`config.mk`:
```
export PLATFORM = sky130hd
export DESIGN_NAME = rvCore
export DESIGN_NICKNAME = d
export VERILOG_FILES = /design/src/hw/rvCorePkg.sv /design/src/hw/busArbiter.sv /design/src/hw/coreSequencer.sv /design/src/hw/decoder.sv /design/src/hw/execUnit.sv /design/src/hw/fetchUnit.sv /design/src/hw/loadStoreUnit.sv /design/src/hw/regFile.sv /design/src/hw/rvCore.sv
export VERILOG_INCLUDE_DIRS = /design/src /design/src/hw
export SDC_FILE = /design/constraint.sdc
export NUM_CORES = 2
export LEC_CHECK = 0
export ABC_AREA = 1
export CAP_MARGIN = 0
export CORE_MARGIN = 2
export CORE_UTILIZATION = 30
export DETAILED_ROUTE_END_ITERATION = 6
export DONT_BUFFER_PORTS = 1
export PLACE_DENSITY_LB_ADDON = 0.05
export SETUP_SLACK_MARGIN = 0.15
export SYNTH_ARGS = -nofsm -noshare
export SYNTH_HDL_FRONTEND = slang
export SYNTH_SLANG_ARGS = --single-unit
```
`constraint.sdc`:
```
create_clock -name clk -period 12.66 [get_ports clk]
set_input_delay 0.633 -clock clk [delete_from_list [all_inputs] [get_ports clk]]
set_output_delay 0.633 -clock clk [all_outputs]
set_load 0.01 [all_outputs]
```
`src/hw/rvCore_settings.svh`:
```
`ifndef RVCORE_SETTINGS_SVH
`define RVCORE_SETTINGS_SVH

// ------------------------------------------------------------
// core widths and reset values
// ------------------------------------------------------------
`define CORE_XLEN 32
`define CORE_RESET_PC 32'h0000_0000

// general register file depth
`define CORE_REG_COUNT 32

// byte lanes on the data path
`define CORE_STRB_WIDTH 4

`endif

```
`src/hw/rvCorePkg.sv`:
```
`include "rvCore_settings.svh"

package rvCorePkg;

    typedef logic [`CORE_XLEN-1:0] word_t;
    typedef logic [$clog2(`CORE_REG_COUNT)-1:0] regIdx_t;
    typedef logic [`CORE_STRB_WIDTH-1:0] strb_t;

    // ------------------------------------------------------------
    // external APB and internal requester buses
    // ------------------------------------------------------------
    typedef struct packed {
        word_t paddr;
        logic  psel;
        logic  penable;
        logic  pwrite;
        word_t pwdata;
        strb_t pstrb;
    } apbReq_t;

    typedef struct packed {
        word_t prdata;
        logic  pready;
    } apbResp_t;

    typedef struct packed {
        logic  valid;  // held until done
        logic  write;
        word_t addr;
        word_t wdata;
        strb_t strb;
    } memReq_t;

    typedef struct packed {
        logic  done;  // one cycle
        word_t rdata;
    } memResp_t;

    // ------------------------------------------------------------
    // decode and sequencing
    // ------------------------------------------------------------
    typedef enum logic [2:0] {
        ALU_ADD,
        ALU_SUB,
        ALU_AND,
        ALU_OR,
        ALU_XOR,
        ALU_SLT,
        ALU_PASSB
    } aluOp_e;

    typedef struct packed {
        aluOp_e     aluOp;
        logic       useImm;
        logic       regWrite;
        logic       memRead;
        logic       memWrite;
        logic       branch;
        logic [1:0] branchCond;  // funct3 bits 2 and 0
        logic [1:0] memSize;     // 0 byte, 1 half, 2 word
        logic       memUnsigned;
        regIdx_t    rd;
        regIdx_t    rs1;
        regIdx_t    rs2;
        word_t      imm;
    } ctrl_t;

    typedef enum logic [1:0] {
        STAGE_FETCH,
        STAGE_EXEC,
        STAGE_MEM,
        STAGE_WB
    } stage_e;

endpackage

```
`src/hw/busArbiter.sv`:
```
`timescale 1ns/1ps

module busArbiter (
    input  logic                clk,
    input  logic                reset,
    input  rvCorePkg::memReq_t  fetchReq,
    input  rvCorePkg::memReq_t  dataReq,
    output rvCorePkg::memResp_t fetchResp,
    output rvCorePkg::memResp_t dataResp,
    output rvCorePkg::apbReq_t  apbReq,
    input  rvCorePkg::apbResp_t apbResp
);

    typedef enum logic [1:0] {
        APB_IDLE,
        APB_SETUP,
        APB_ACCESS
    } apbPhase_e;

    apbPhase_e phase;
    logic grantData;  // 1 = data side owns the bus
    logic xferDone;
    rvCorePkg::memReq_t granted;

    always_ff @(posedge clk) begin
        if (reset) begin
            phase     <= APB_IDLE;
            grantData <= 1'b0;
        end else begin
            case (phase)
                APB_IDLE: begin
                    if (dataReq.valid) begin  // data first
                        grantData <= 1'b1;
                        phase     <= APB_SETUP;
                    end else if (fetchReq.valid) begin
                        grantData <= 1'b0;
                        phase     <= APB_SETUP;
                    end
                end
                APB_SETUP: phase <= APB_ACCESS;
                default:   if (apbResp.pready) phase <= APB_IDLE;  // psel drops a cycle
            endcase
        end
    end

    assign granted  = grantData ? dataReq : fetchReq;
    assign xferDone = (phase == APB_ACCESS) & apbResp.pready;

    assign apbReq = '{paddr: granted.addr,
                      psel: phase != APB_IDLE,
                      penable: phase == APB_ACCESS,
                      pwrite: granted.write,
                      pwdata: granted.wdata,
                      pstrb: granted.write ? granted.strb : '0};

    assign fetchResp = '{done: xferDone & ~grantData, rdata: apbResp.prdata};
    assign dataResp  = '{done: xferDone & grantData, rdata: apbResp.prdata};

endmodule

```
`src/hw/coreSequencer.sv`:
```
`timescale 1ns/1ps

module coreSequencer (
    input  logic clk,
    input  logic reset,
    input  logic isMem,
    input  logic fetchDone,
    input  logic memDone,
    output logic fetchStart,
    output logic latchExec,
    output logic memStart,
    output logic regWriteEn,
    output logic pcUpdate
);

    rvCorePkg::stage_e stage, stageNext;
    logic booted;  // low in the first cycle out of reset

    always_comb begin
        stageNext = stage;
        case (stage)
            rvCorePkg::STAGE_FETCH: if (fetchDone) stageNext = rvCorePkg::STAGE_EXEC;
            rvCorePkg::STAGE_EXEC:  stageNext = isMem ? rvCorePkg::STAGE_MEM : rvCorePkg::STAGE_WB;
            rvCorePkg::STAGE_MEM:   if (memDone) stageNext = rvCorePkg::STAGE_WB;
            default:                stageNext = rvCorePkg::STAGE_FETCH;
        endcase
    end

    always_ff @(posedge clk) begin
        if (reset) begin
            stage  <= rvCorePkg::STAGE_FETCH;
            booted <= 1'b0;
        end else begin
            stage  <= stageNext;
            booted <= 1'b1;
        end
    end

    // next fetch is issued alongside the pc update
    assign fetchStart = ~booted | (stage == rvCorePkg::STAGE_WB);
    assign latchExec  = (stage == rvCorePkg::STAGE_EXEC);
    assign memStart   = (stage == rvCorePkg::STAGE_EXEC) & isMem;
    assign regWriteEn = (stage == rvCorePkg::STAGE_WB);
    assign pcUpdate   = (stage == rvCorePkg::STAGE_WB);

endmodule

```
`src/hw/decoder.sv`:
```
`timescale 1ns/1ps
`include "rvCore_settings.svh"

module decoder (
    input  rvCorePkg::word_t instr,
    output rvCorePkg::ctrl_t ctrl,
    output logic             isMem
);

    localparam logic [6:0] OP_LUI    = 7'b0110111;
    localparam logic [6:0] OP_IMM    = 7'b0010011;
    localparam logic [6:0] OP_REG    = 7'b0110011;
    localparam logic [6:0] OP_LOAD   = 7'b0000011;
    localparam logic [6:0] OP_STORE  = 7'b0100011;
    localparam logic [6:0] OP_BRANCH = 7'b1100011;

    rvCorePkg::word_t immI, immS, immB, immU;
    logic [2:0] funct3;

    function automatic rvCorePkg::aluOp_e aluSelect(input logic [2:0] f3, input logic subtract);
        case (f3)
            3'b000:  aluSelect = subtract ? rvCorePkg::ALU_SUB : rvCorePkg::ALU_ADD;
            3'b010:  aluSelect = rvCorePkg::ALU_SLT;
            3'b100:  aluSelect = rvCorePkg::ALU_XOR;
            3'b110:  aluSelect = rvCorePkg::ALU_OR;
            3'b111:  aluSelect = rvCorePkg::ALU_AND;
            default: aluSelect = rvCorePkg::ALU_ADD;
        endcase
    endfunction

    assign funct3 = instr[14:12];
    assign immI = {{(`CORE_XLEN-12){instr[31]}}, instr[31:20]};
    assign immS = {{(`CORE_XLEN-12){instr[31]}}, instr[31:25], instr[11:7]};
    assign immB = {{(`CORE_XLEN-13){instr[31]}}, instr[31], instr[7], instr[30:25],
                   instr[11:8], 1'b0};
    assign immU = {instr[31:12], 12'b0};

    always_comb begin
        ctrl             = '0;  // unknown opcodes fall out as a no-op
        ctrl.aluOp       = rvCorePkg::ALU_ADD;
        ctrl.rd          = instr[11:7];
        ctrl.rs1         = instr[19:15];
        ctrl.rs2         = instr[24:20];
        ctrl.memSize     = funct3[1:0];
        ctrl.memUnsigned = funct3[2];
        ctrl.branchCond  = {funct3[2], funct3[0]};
        case (instr[6:0])
            OP_LUI: begin
                ctrl.regWrite = 1'b1;
                ctrl.useImm   = 1'b1;
                ctrl.aluOp    = rvCorePkg::ALU_PASSB;
                ctrl.imm      = immU;
            end
            OP_IMM: begin
                ctrl.regWrite = 1'b1;
                ctrl.useImm   = 1'b1;
                ctrl.aluOp    = aluSelect(funct3, 1'b0);
                ctrl.imm      = immI;
            end
            OP_REG: begin
                ctrl.regWrite = 1'b1;
                ctrl.aluOp    = aluSelect(funct3, instr[30]);
            end
            OP_LOAD: begin
                ctrl.regWrite = 1'b1;
                ctrl.memRead  = 1'b1;
                ctrl.useImm   = 1'b1;
                ctrl.imm      = immI;
            end
            OP_STORE: begin
                ctrl.memWrite = 1'b1;
                ctrl.useImm   = 1'b1;
                ctrl.imm      = immS;
            end
            OP_BRANCH: begin
                ctrl.branch = 1'b1;
                ctrl.aluOp  = rvCorePkg::ALU_SUB;  // zero flag for beq/bne
                ctrl.imm    = immB;
            end
            default: ;
        endcase
    end

    assign isMem = ctrl.memRead | ctrl.memWrite;

endmodule

```
`src/hw/execUnit.sv`:
```
`timescale 1ns/1ps

module execUnit (
    input  logic             clk,
    input  logic             reset,
    input  logic             latchExec,
    input  rvCorePkg::ctrl_t ctrl,
    input  rvCorePkg::word_t pc,
    input  rvCorePkg::word_t rdata1,
    input  rvCorePkg::word_t rdata2,
    output rvCorePkg::word_t result,
    output rvCorePkg::word_t storeData,
    output logic             branchTaken,
    output rvCorePkg::word_t branchTarget
);

    rvCorePkg::word_t opB, aluOut;
    logic isZero, isLess, condMet;

    assign opB    = ctrl.useImm ? ctrl.imm : rdata2;
    assign isLess = $signed(rdata1) < $signed(opB);
    assign isZero = (aluOut == '0);

    always_comb begin
        case (ctrl.aluOp)
            rvCorePkg::ALU_SUB:   aluOut = rdata1 - opB;
            rvCorePkg::ALU_AND:   aluOut = rdata1 & opB;
            rvCorePkg::ALU_OR:    aluOut = rdata1 | opB;
            rvCorePkg::ALU_XOR:   aluOut = rdata1 ^ opB;
            rvCorePkg::ALU_SLT:   aluOut = rvCorePkg::word_t'(isLess);
            rvCorePkg::ALU_PASSB: aluOut = opB;  // lui
            default:              aluOut = rdata1 + opB;
        endcase
    end

    // beq, bne, blt, bge
    always_comb begin
        case (ctrl.branchCond)
            2'b00:   condMet = isZero;
            2'b01:   condMet = ~isZero;
            2'b10:   condMet = isLess;
            default: condMet = ~isLess;
        endcase
    end

    always_ff @(posedge clk) begin
        if (reset) branchTaken <= 1'b0;
        else if (latchExec) branchTaken <= ctrl.branch & condMet;
    end

    always_ff @(posedge clk) begin
        if (latchExec) begin
            result       <= aluOut;
            storeData    <= rdata2;
            branchTarget <= pc + ctrl.imm;
        end
    end

endmodule

```
`src/hw/fetchUnit.sv`:
```
`timescale 1ns/1ps
`include "rvCore_settings.svh"

module fetchUnit (
    input  logic                clk,
    input  logic                reset,
    input  logic                fetchStart,
    input  logic                pcUpdate,
    input  logic                branchTaken,
    input  rvCorePkg::word_t    branchTarget,
    output rvCorePkg::memReq_t  fetchReq,
    input  rvCorePkg::memResp_t fetchResp,
    output logic                fetchDone,
    output rvCorePkg::word_t    pc,
    output rvCorePkg::word_t    instr
);

    logic reqValid;

    always_ff @(posedge clk) begin
        if (reset) begin
            pc       <= `CORE_RESET_PC;
            reqValid <= 1'b0;
        end else begin
            if (pcUpdate) pc <= branchTaken ? branchTarget : pc + `CORE_XLEN'(4);
            if (fetchStart) reqValid <= 1'b1;
            else if (fetchResp.done) reqValid <= 1'b0;
        end
    end

    always_ff @(posedge clk) begin
        if (fetchResp.done) instr <= fetchResp.rdata;  // instruction register
    end

    assign fetchReq  = '{valid: reqValid, write: 1'b0, addr: pc, wdata: '0, strb: '0};
    assign fetchDone = fetchResp.done & reqValid;

endmodule

```
`src/hw/loadStoreUnit.sv`:
```
`timescale 1ns/1ps
`include "rvCore_settings.svh"

module loadStoreUnit (
    input  logic                clk,
    input  logic                reset,
    input  logic                memStart,
    input  rvCorePkg::ctrl_t    ctrl,
    input  rvCorePkg::word_t    addr,
    input  rvCorePkg::word_t    storeData,
    output rvCorePkg::memReq_t  dataReq,
    input  rvCorePkg::memResp_t dataResp,
    output logic                memDone,
    output rvCorePkg::word_t    wbData
);

    logic reqValid;
    logic [1:0] byteOff;
    rvCorePkg::strb_t sizeMask;
    rvCorePkg::word_t laneData, extended, loadData;

    assign byteOff = addr[1:0];

    always_comb begin
        case (ctrl.memSize)
            2'b00:   sizeMask = rvCorePkg::strb_t'(1);
            2'b01:   sizeMask = rvCorePkg::strb_t'(3);
            default: sizeMask = '1;
        endcase
    end

    // ------------------------------------------------------------
    // request build, word aligned address plus lane strobes
    // ------------------------------------------------------------
    always_ff @(posedge clk) begin
        if (reset) reqValid <= 1'b0;
        else if (memStart) reqValid <= 1'b1;
        else if (dataResp.done) reqValid <= 1'b0;
    end

    assign dataReq = '{valid: reqValid, write: ctrl.memWrite,
                       addr: {addr[`CORE_XLEN-1:2], 2'b00},
                       wdata: storeData << {byteOff, 3'b000},
                       strb: sizeMask << byteOff};
    assign memDone = dataResp.done & reqValid;

    // load lane extraction
    assign laneData = dataResp.rdata >> {byteOff, 3'b000};

    always_comb begin
        case (ctrl.memSize)
            2'b00:   extended = {{(`CORE_XLEN-8){laneData[7] & ~ctrl.memUnsigned}}, laneData[7:0]};
            2'b01:   extended = {{(`CORE_XLEN-16){laneData[15] & ~ctrl.memUnsigned}},
                                 laneData[15:0]};
            default: extended = laneData;
        endcase
    end

    always_ff @(posedge clk) begin
        if (dataResp.done) loadData <= extended;
    end

    assign wbData = ctrl.memRead ? loadData : addr;  // alu result otherwise

endmodule

```
`src/hw/regFile.sv`:
```
`timescale 1ns/1ps
`include "rvCore_settings.svh"

module regFile (
    input  logic               clk,
    input  logic               reset,
    input  rvCorePkg::regIdx_t rs1,
    input  rvCorePkg::regIdx_t rs2,
    output rvCorePkg::word_t   rdata1,
    output rvCorePkg::word_t   rdata2,
    input  logic               writeEn,
    input  rvCorePkg::regIdx_t rd,
    input  rvCorePkg::word_t   wdata
);

    rvCorePkg::word_t regs [`CORE_REG_COUNT];

    always_ff @(posedge clk) begin
        if (reset) begin
            for (int i = 0; i < `CORE_REG_COUNT; i++) regs[i] <= '0;
        end else if (writeEn && rd != '0) begin  // x0 stays zero
            regs[rd] <= wdata;
        end
    end

    assign rdata1 = regs[rs1];
    assign rdata2 = regs[rs2];

endmodule

```
`src/hw/rvCore.sv`:
```
`timescale 1ns/1ps

module rvCore (
    input  logic               clk,
    input  logic               reset,
    output rvCorePkg::apbReq_t apbReq,
    input  rvCorePkg::apbResp_t apbResp
);

    logic fetchStart, latchExec, memStart, regWriteEn, pcUpdate;
    logic fetchDone, memDone, isMem, branchTaken;
    rvCorePkg::ctrl_t ctrl;
    rvCorePkg::word_t pc, instr, rdata1, rdata2;
    rvCorePkg::word_t result, storeData, branchTarget, wbData;
    rvCorePkg::memReq_t fetchReq, dataReq;
    rvCorePkg::memResp_t fetchResp, dataResp;

    coreSequencer uSequencer (
        .clk(clk), .reset(reset), .isMem(isMem), .fetchDone(fetchDone), .memDone(memDone),
        .fetchStart(fetchStart), .latchExec(latchExec), .memStart(memStart),
        .regWriteEn(regWriteEn), .pcUpdate(pcUpdate)
    );

    fetchUnit uFetch (
        .clk(clk), .reset(reset), .fetchStart(fetchStart), .pcUpdate(pcUpdate),
        .branchTaken(branchTaken), .branchTarget(branchTarget),
        .fetchReq(fetchReq), .fetchResp(fetchResp), .fetchDone(fetchDone),
        .pc(pc), .instr(instr)
    );

    decoder uDecoder (.instr(instr), .ctrl(ctrl), .isMem(isMem));

    regFile uRegs (
        .clk(clk), .reset(reset), .rs1(ctrl.rs1), .rs2(ctrl.rs2),
        .rdata1(rdata1), .rdata2(rdata2),
        .writeEn(regWriteEn & ctrl.regWrite), .rd(ctrl.rd), .wdata(wbData)
    );

    execUnit uExec (
        .clk(clk), .reset(reset), .latchExec(latchExec), .ctrl(ctrl), .pc(pc),
        .rdata1(rdata1), .rdata2(rdata2), .result(result), .storeData(storeData),
        .branchTaken(branchTaken), .branchTarget(branchTarget)
    );

    loadStoreUnit uLsu (
        .clk(clk), .reset(reset), .memStart(memStart), .ctrl(ctrl), .addr(result),
        .storeData(storeData), .dataReq(dataReq), .dataResp(dataResp),
        .memDone(memDone), .wbData(wbData)
    );

    busArbiter uArbiter (
        .clk(clk), .reset(reset), .fetchReq(fetchReq), .dataReq(dataReq),
        .fetchResp(fetchResp), .dataResp(dataResp), .apbReq(apbReq), .apbResp(apbResp)
    );

endmodule

```
Yosys cells after proc, flatten, opt, wreduce, memory -nomap -nowiden
Memory sizes are Yosys's and may differ from the RTL's. A register that Yosys moved wholly into a read port is not among the register bits.
Index checks and enable logic that the tools add are counted.
{"block": "word_totals", "ram_bits": 1024, "ff_bits": 201, "word_cells": 133, "inputBits": 35, "mem_count": 1, "output_inout_bits": 71}
{"memory": "uRegs.regs", "words": 32, "word_bits": 32, "rd": 2, "rd_ports_with_merged_regs": 2, "write_ports": 32, "line": "regFile.sv:16", "rtl": "rvCorePkg::word_t regs [`CORE_REG_COUNT];"}
{"block": "op_classes", "mux": 44, "shift": 3, "n_lt_le_gt_ge": 1, "eq_ne": 27, "n_reduce_logical": 20, "bitwise_logic": 20, "addsub": 4}
{"cell": "one-hot mux 32 bit (6 select lines)", "count": 1}
{"cell": "2-to-1 mux 32 bit", "count": 4}
{"cell": "one-hot mux 32 bit (4 select lines)", "count": 1}
{"cell": "2-to-1 mux 69 bit", "count": 1}
{"cell": "adder 32 bit", "count": 2}
{"cell": "one-hot mux 32 bit (2 select lines)", "count": 1}
{"cell": "adder 32 x 3 -> 32 bit (second input constant)", "count": 1}
{"cell": "bitwise AND 32 bit", "count": 1}
{"cell": "zero test 32 bit", "count": 1}
{"cell": "< comparator 32 bit", "count": 1}
{"cell": "bitwise OR 32 bit", "count": 1}
{"cell": "OR reduction 32 bit", "count": 1}
{"cell": "left shift 32 x 5 -> 32 bit", "count": 1}
{"cell": ">> shifter 32 x 5 -> 32 bit", "count": 1}
{"cell": "subtractor 32 bit", "count": 1}
{"cell": "bitwise XOR 32 bit", "count": 1}
{"cell": "one-hot mux 3 bit (4 select lines)", "count": 2}
{"cell": "equality test 7 x 6 -> 1 bit (second input constant)", "count": 3}
{"cell": "2-to-1 mux 1 bit", "count": 20}
{"cell": "equality test 3 bit (second input constant)", "count": 6}
{"cell": "2-to-1 mux 5 bit", "count": 3}
{"cell": "one-hot mux 3 bit (5 select lines)", "count": 1}
{"cell": "bitwise AND 1 bit", "count": 10}
{"cell": "2-to-1 mux 2 bit", "count": 5}
{"cell": "26 further kinds", "count": 49}

Logic depth before layout (Yosys ltp)
{"block": "depth", "depth_word": 10, "mapped_depth": 38, "ltp_nobuf": 35}

Modules after synthesis
From an unflattened synthesis, not the netlist that was laid out.
{"block": "hier_totals", "hier_cells": 10402, "area_unflattened_um2": 78047.4}
{"mod": "regFile", "seq_area_each_um2": 30749.5, "n_inst": 1, "cells_per_inst": 7191, "area_per_inst_um2": 56650.6}
{"mod": "execUnit", "seq_area_each_um2": 2902.8, "n_inst": 1, "cells_per_inst": 1850, "area_per_inst_um2": 12085.3}
{"mod": "fetchUnit", "seq_area_each_um2": 1621.6, "n_inst": 1, "cells_per_inst": 476, "area_per_inst_um2": 3706.1}
{"mod": "loadStoreUnit", "seq_area_each_um2": 980.9, "n_inst": 1, "cells_per_inst": 388, "area_per_inst_um2": 3090.5}
{"mod": "busArbiter", "seq_area_each_um2": 60.1, "n_inst": 1, "cells_per_inst": 315, "area_per_inst_um2": 1517.7}
{"mod": "decoder", "seq_area_each_um2": 0.0, "n_inst": 1, "cells_per_inst": 149, "area_per_inst_um2": 770.7}
{"mod": "coreSequencer", "seq_area_each_um2": 60.1, "n_inst": 1, "cells_per_inst": 31, "area_per_inst_um2": 219.0}
{"mod": "rvCore", "seq_area_each_um2": 0.0, "n_inst": 1, "cells_per_inst": 2, "area_per_inst_um2": 7.5}

Worst setup path after synthesis
Ideal clock, no wire load.
{"block": "synth_path", "kind": "reg-to-reg", "from": "reg (tool-made name)", "to": "reg uExec.branchTaken", "stages_incl_launch_ff": 36, "setup_ns": 0.119, "required_time_ns": 12.541, "path_buffers": 5, "path_slack_ns": 8.408, "t_arrival_ns": 4.132, "period_less_slack_ns": 4.252, "cell_sequence": "dfxtp_1 -> buf_2 -> inv_1 -> buf_2 -> buf_2 -> buf_2 -> clkbuf_1 -> o21ai_0 -> nand3_1 -> nand3_1 -> nand2_1 -> inv_1 -> o21ai_0 -> inv_1 -> ha_1 -> fa_1 -> nand3_1 -> nand2_1 -> nand2_1 -> nand2_1 -> nand2_1 -> nand3_1 -> nand2_1 -> nand3_1 -> nand2_1 -> nor2_1 -> nor2_1 -> nand2_1 -> nor2_1 -> nand2_1 -> nor2_2 -> nand2_1 -> nand2_1 -> nand4_1 -> nand2_1 -> a21oi_1"}
{"item": "to (signal assigned)", "line": "execUnit.sv:48", "rtl": "else if (latchExec) branchTaken <= ctrl.branch & condMet;"}
{"item": "to (decl)", "line": "execUnit.sv:13", "rtl": "output logic branchTaken,"}

==> metrics <==
highest cell delay on the worst timing path=0.83 ns; 1st-iter DRT viols=8212; clock share of power=0.373; number of antenna violations at the first check in global routing=19; Critical Path Source Type=flop; transition time at the pin with the least slew margin=1.45 ns; fraction of layout instances using a drive strength above 1=0.0639; vias after detailed routing=68000; Worst Skew=0.0334 ns; number of hold violations in the final report=0; number of flip-flops and latches in the synthesized netlist=1235; post-route clock period utilization=0.649; portion of total power attributed to sequential cells=0.399; post-route cell area=81700 sq um; Avg Synthesized Cell Area=8.12 sq um; maximum number of pins on one net before global-route repair=162; final worst hold slack=0.0686 ns; via count of the first global-routing pass=64300; die span in x=496 um; data arrival at the endpoint of the critical path=8.94 ns; count of endpoints failing setup in the final report=0; flip-flop cell with the highest count after synthesis=sky130_fd_sc_hd__edfxtp_1; first-pass GRT wire length=532 mm; residual DRC count=4; clk root buf=sky130_fd_sc_hd__clkbuf_16; static leakage=0.0320 uW; area share of the largest cell type after synthesis=0.489; Total Neg Setup Slack=0 ns; violations in the final reports=design-rule violations; internal power contribution=7890 uW; # port buffers=0; Final Power=12200 uW; Critical Path Slowest Stage Cell=sky130_fd_sc_hd__nor4_1; depth of the CTS H-tree=4; cell taking the most area after synthesis=sky130_fd_sc_hd__edfxtp_1; power per standard cell area=149 nW/um^2; area of the mapped netlist=72700 sq um; # nets final=8803; number of enable flip-flop cells after synthesis=1184; hold crit path type=in -> reg; worst-case vdd ir drop=0.154 mV; list of most frequent post-synthesis cells=1893 x sky130_fd_sc_hd__nor2_1, 1193 x sky130_fd_sc_hd__nand2_1, 1184 x sky130_fd_sc_hd__edfxtp_1; total global routing track utilization=0.309; switching share of power=0.352; combinational fraction of design power=0.228; Antenna Violating Nets Remaining=0; peak fanout along the critical path=107; initial core utilization=0.302; detailed-router iteration count before antenna repair=7; worst slew margin relative to its limit=0.0248; number of buffers created by CTS=158; fin cells=12000; number of cells after detailed placement=11600; GRT Residual Overflow=0; number of top-level pins=106; routability congestion estimate from global placement=0.974; highest clock rate=122 MHz; Area Growth Syn to Fin=12.3%; Via-to-Cell Ratio=5.69; synthesized instance count=8961; Die Outline Area=246000 sq um; height of the die=496 um; cell type with the highest occurrence count on the critical path=sky130_fd_sc_hd__nand2_1; Detail Placement HPWL=245 mm; clock tree from TritonCTS=built; Core ar.=241000 sq um; data required time of the critical path=13.39 ns; crit path capture type=flop; post-place instance area=76300 sq um; count of filler cells inserted in the layout=24900; library cells used by synthesis=55; warnings from Yosys=0; clock latency of the later-clocked register in the worst-skew pair=0.85 ns; buffers from clock root to sink, at most=3; wire length reported by the detailed router=391 mm; type of the worst setup path=reg -> reg; setup repair after global routing missed its margin=no; Std-Cell Rows=180; async set-reset flop share out of synthesis=0; clk sinks=1235; fin crit period=8.22 ns; CTS clock-pin slew for the worst setup and hold paths=0.06 ns; top post-synthesis cells by area=sky130_fd_sc_hd__edfxtp_1 49%, sky130_fd_sc_hd__nor2_1 9.8%, sky130_fd_sc_hd__o21ai_0 7.3%, sky130_fd_sc_hd__nand2_1 6.2%, sky130_fd_sc_hd__a21oi_1 5.0%; average wire per cell in the routed design=32.7 um; max-slew violation count=0; run status=finished with violations; Switching Power=4280 uW; dominant cell by count in the synthesized netlist=sky130_fd_sc_hd__nor2_1; count of max-cap constraint violations=0; cells resized by post-CTS repair=0; portion of the post-synthesis area used by sequential elements=0.503
## cells by family (layout without fill, tap and decap cells)
kind of cell | count (synthesis) | count (layout) | synth area share
AOI/OAI and AO/OA | 2328 | 2328 | 0.180
xor gates and xnor gates | 56 | 56 | 0.00674
adders and majority gates | 136 | 136 | 0.0237
buffers and inverters | 1475 | 1244 | 0.0778
DFF | 1235 | 1235 | 0.503
muxes | 31 | 31 | 0.00427
other | 1 | 37 | 0.0000516
and+or+nand+nor | 3699 | 3699 | 0.204
## per-layer routing
layer | part of all wire | up-vias | track usage
met5 | 0.00027 | - | 0
met4 | 0.050 | 8 | 0.142
met3 | 0.075 | 593 | 0.0482
met2 | 0.46 | 3347 | 0.496
met1 | 0.42 | 34100 | 0.408
li1 | - | 30000 | -
## through the flow
stage / setup WS [ns] / utilization
6_report: 4.44 / 0.339
2_1_floorplan: 8.41 / -
3_5_place_dp: 4.72 / 0.317
3_3_place_gp: 4.63 / 0.317
4_1_cts: 4.69 / 0.339
5_1_grt: 4.23 / 0.339
## worst paths after layout
check / startpoint / end / slack, ns / cells after the start
worst min register to register: uSequencer.booted$_DFF_P_ / uFetch.reqValid$_SDFFE_PP0P_ / 0.44 / 1
worst max-delay path: flop / uExec.branchTaken$_SDFFE_PP0N_ / 4.44 / 28
worst min-delay path: apbResp[20] / flop / 0.07 / 2
worst max register to register: flop / uExec.branchTaken$_SDFFE_PP0N_ / 4.44 / 28
## final cells by class
type	count	area, sq um	area share
Multi-Input combinational cell	6282	31400	0.384
Antenna cell	5	12.5	0.000153
Clock buffer	206	4270	0.0523
Timing Repair Buffer	208	1850	0.0227
Sequential cell	1235	36600	0.448
Tap cell	3185	3990	0.0488
Clock inverter	83	751	0.00919
Inverter	747	2850	0.0349
## power by group through the flow
stage	Combinational (uW)	Sequential (uW)	Clock, uW
2_1_floorplan	1460	4860	0
3_3_place_gp	2730	4940	0
4_1_cts	2730	4850	4610
6_report	2770	4850	4540
3_5_place_dp	2710	4940	0
5_1_grt	2920	4870	4750
## worst max-delay path: cells and delay by family (launching register included)
| kind | cells | cell delay, ns |
|---|---|---|
| and+or+nand+nor | 18 | 3.16 |
| buffers and inverters | 4 | 1.72 |
| AOI/OAI and AO/OA | 5 | 1.62 |
| DFF | 1 | 0.70 |
| adders and majority gates | 1 | 0.55 |
## layout by cell type, fill, tap and decap left out, types with 17 or more instances in the layout
cell and count:
sky130_fd_sc_hd__nor2_1 1891, sky130_fd_sc_hd__edfxtp_1 1184, sky130_fd_sc_hd__nand2_1 1131, sky130_fd_sc_hd__o21ai_0 1058, sky130_fd_sc_hd__inv_1 725, sky130_fd_sc_hd__a21oi_1 723, sky130_fd_sc_hd__nand3_1 480, sky130_fd_sc_hd__clkbuf_16 164
sky130_fd_sc_hd__buf_4 159, sky130_fd_sc_hd__ha_1 132, sky130_fd_sc_hd__o211ai_1 125, sky130_fd_sc_hd__o22ai_1 106, sky130_fd_sc_hd__o221ai_1 105, sky130_fd_sc_hd__a221oi_1 52, sky130_fd_sc_hd__nand4_1 51, sky130_fd_sc_hd__xor2_1 43
sky130_fd_sc_hd__dfxtp_1 41, sky130_fd_sc_hd__clkbuf_1 41, sky130_fd_sc_hd__nor3_1 38, sky130_fd_sc_hd__nand2_2 36, sky130_fd_sc_hd__clkinv_1 33, sky130_fd_sc_hd__dlygate4sd3_1 33, sky130_fd_sc_hd__conb_1 32, sky130_fd_sc_hd__nand2_4 30
sky130_fd_sc_hd__clkinv_2 27, sky130_fd_sc_hd__a31oi_1 25, sky130_fd_sc_hd__mux2i_4 24, sky130_fd_sc_hd__o31ai_1 23, sky130_fd_sc_hd__a32o_1 19, sky130_fd_sc_hd__o21bai_1 17
## timing repair
action	in CTS	in global routing
endpoints found under the hold margin	73	32
setup buffers	0	0
hold buffers	34	1
## state kept, by name (all words and copies together), names as in the netlist, 2 cells and up, named ones only
signal              flops
uRegs.regs           1024
uArbiter.phase          2
uSequencer.stage        2
uExec.result           32
uExec.storeData        32
uLsu.loadData          32
uExec.branchTarget     32
uFetch.pc              32
uFetch.instr           32
(Power assumes the default switching activity.)
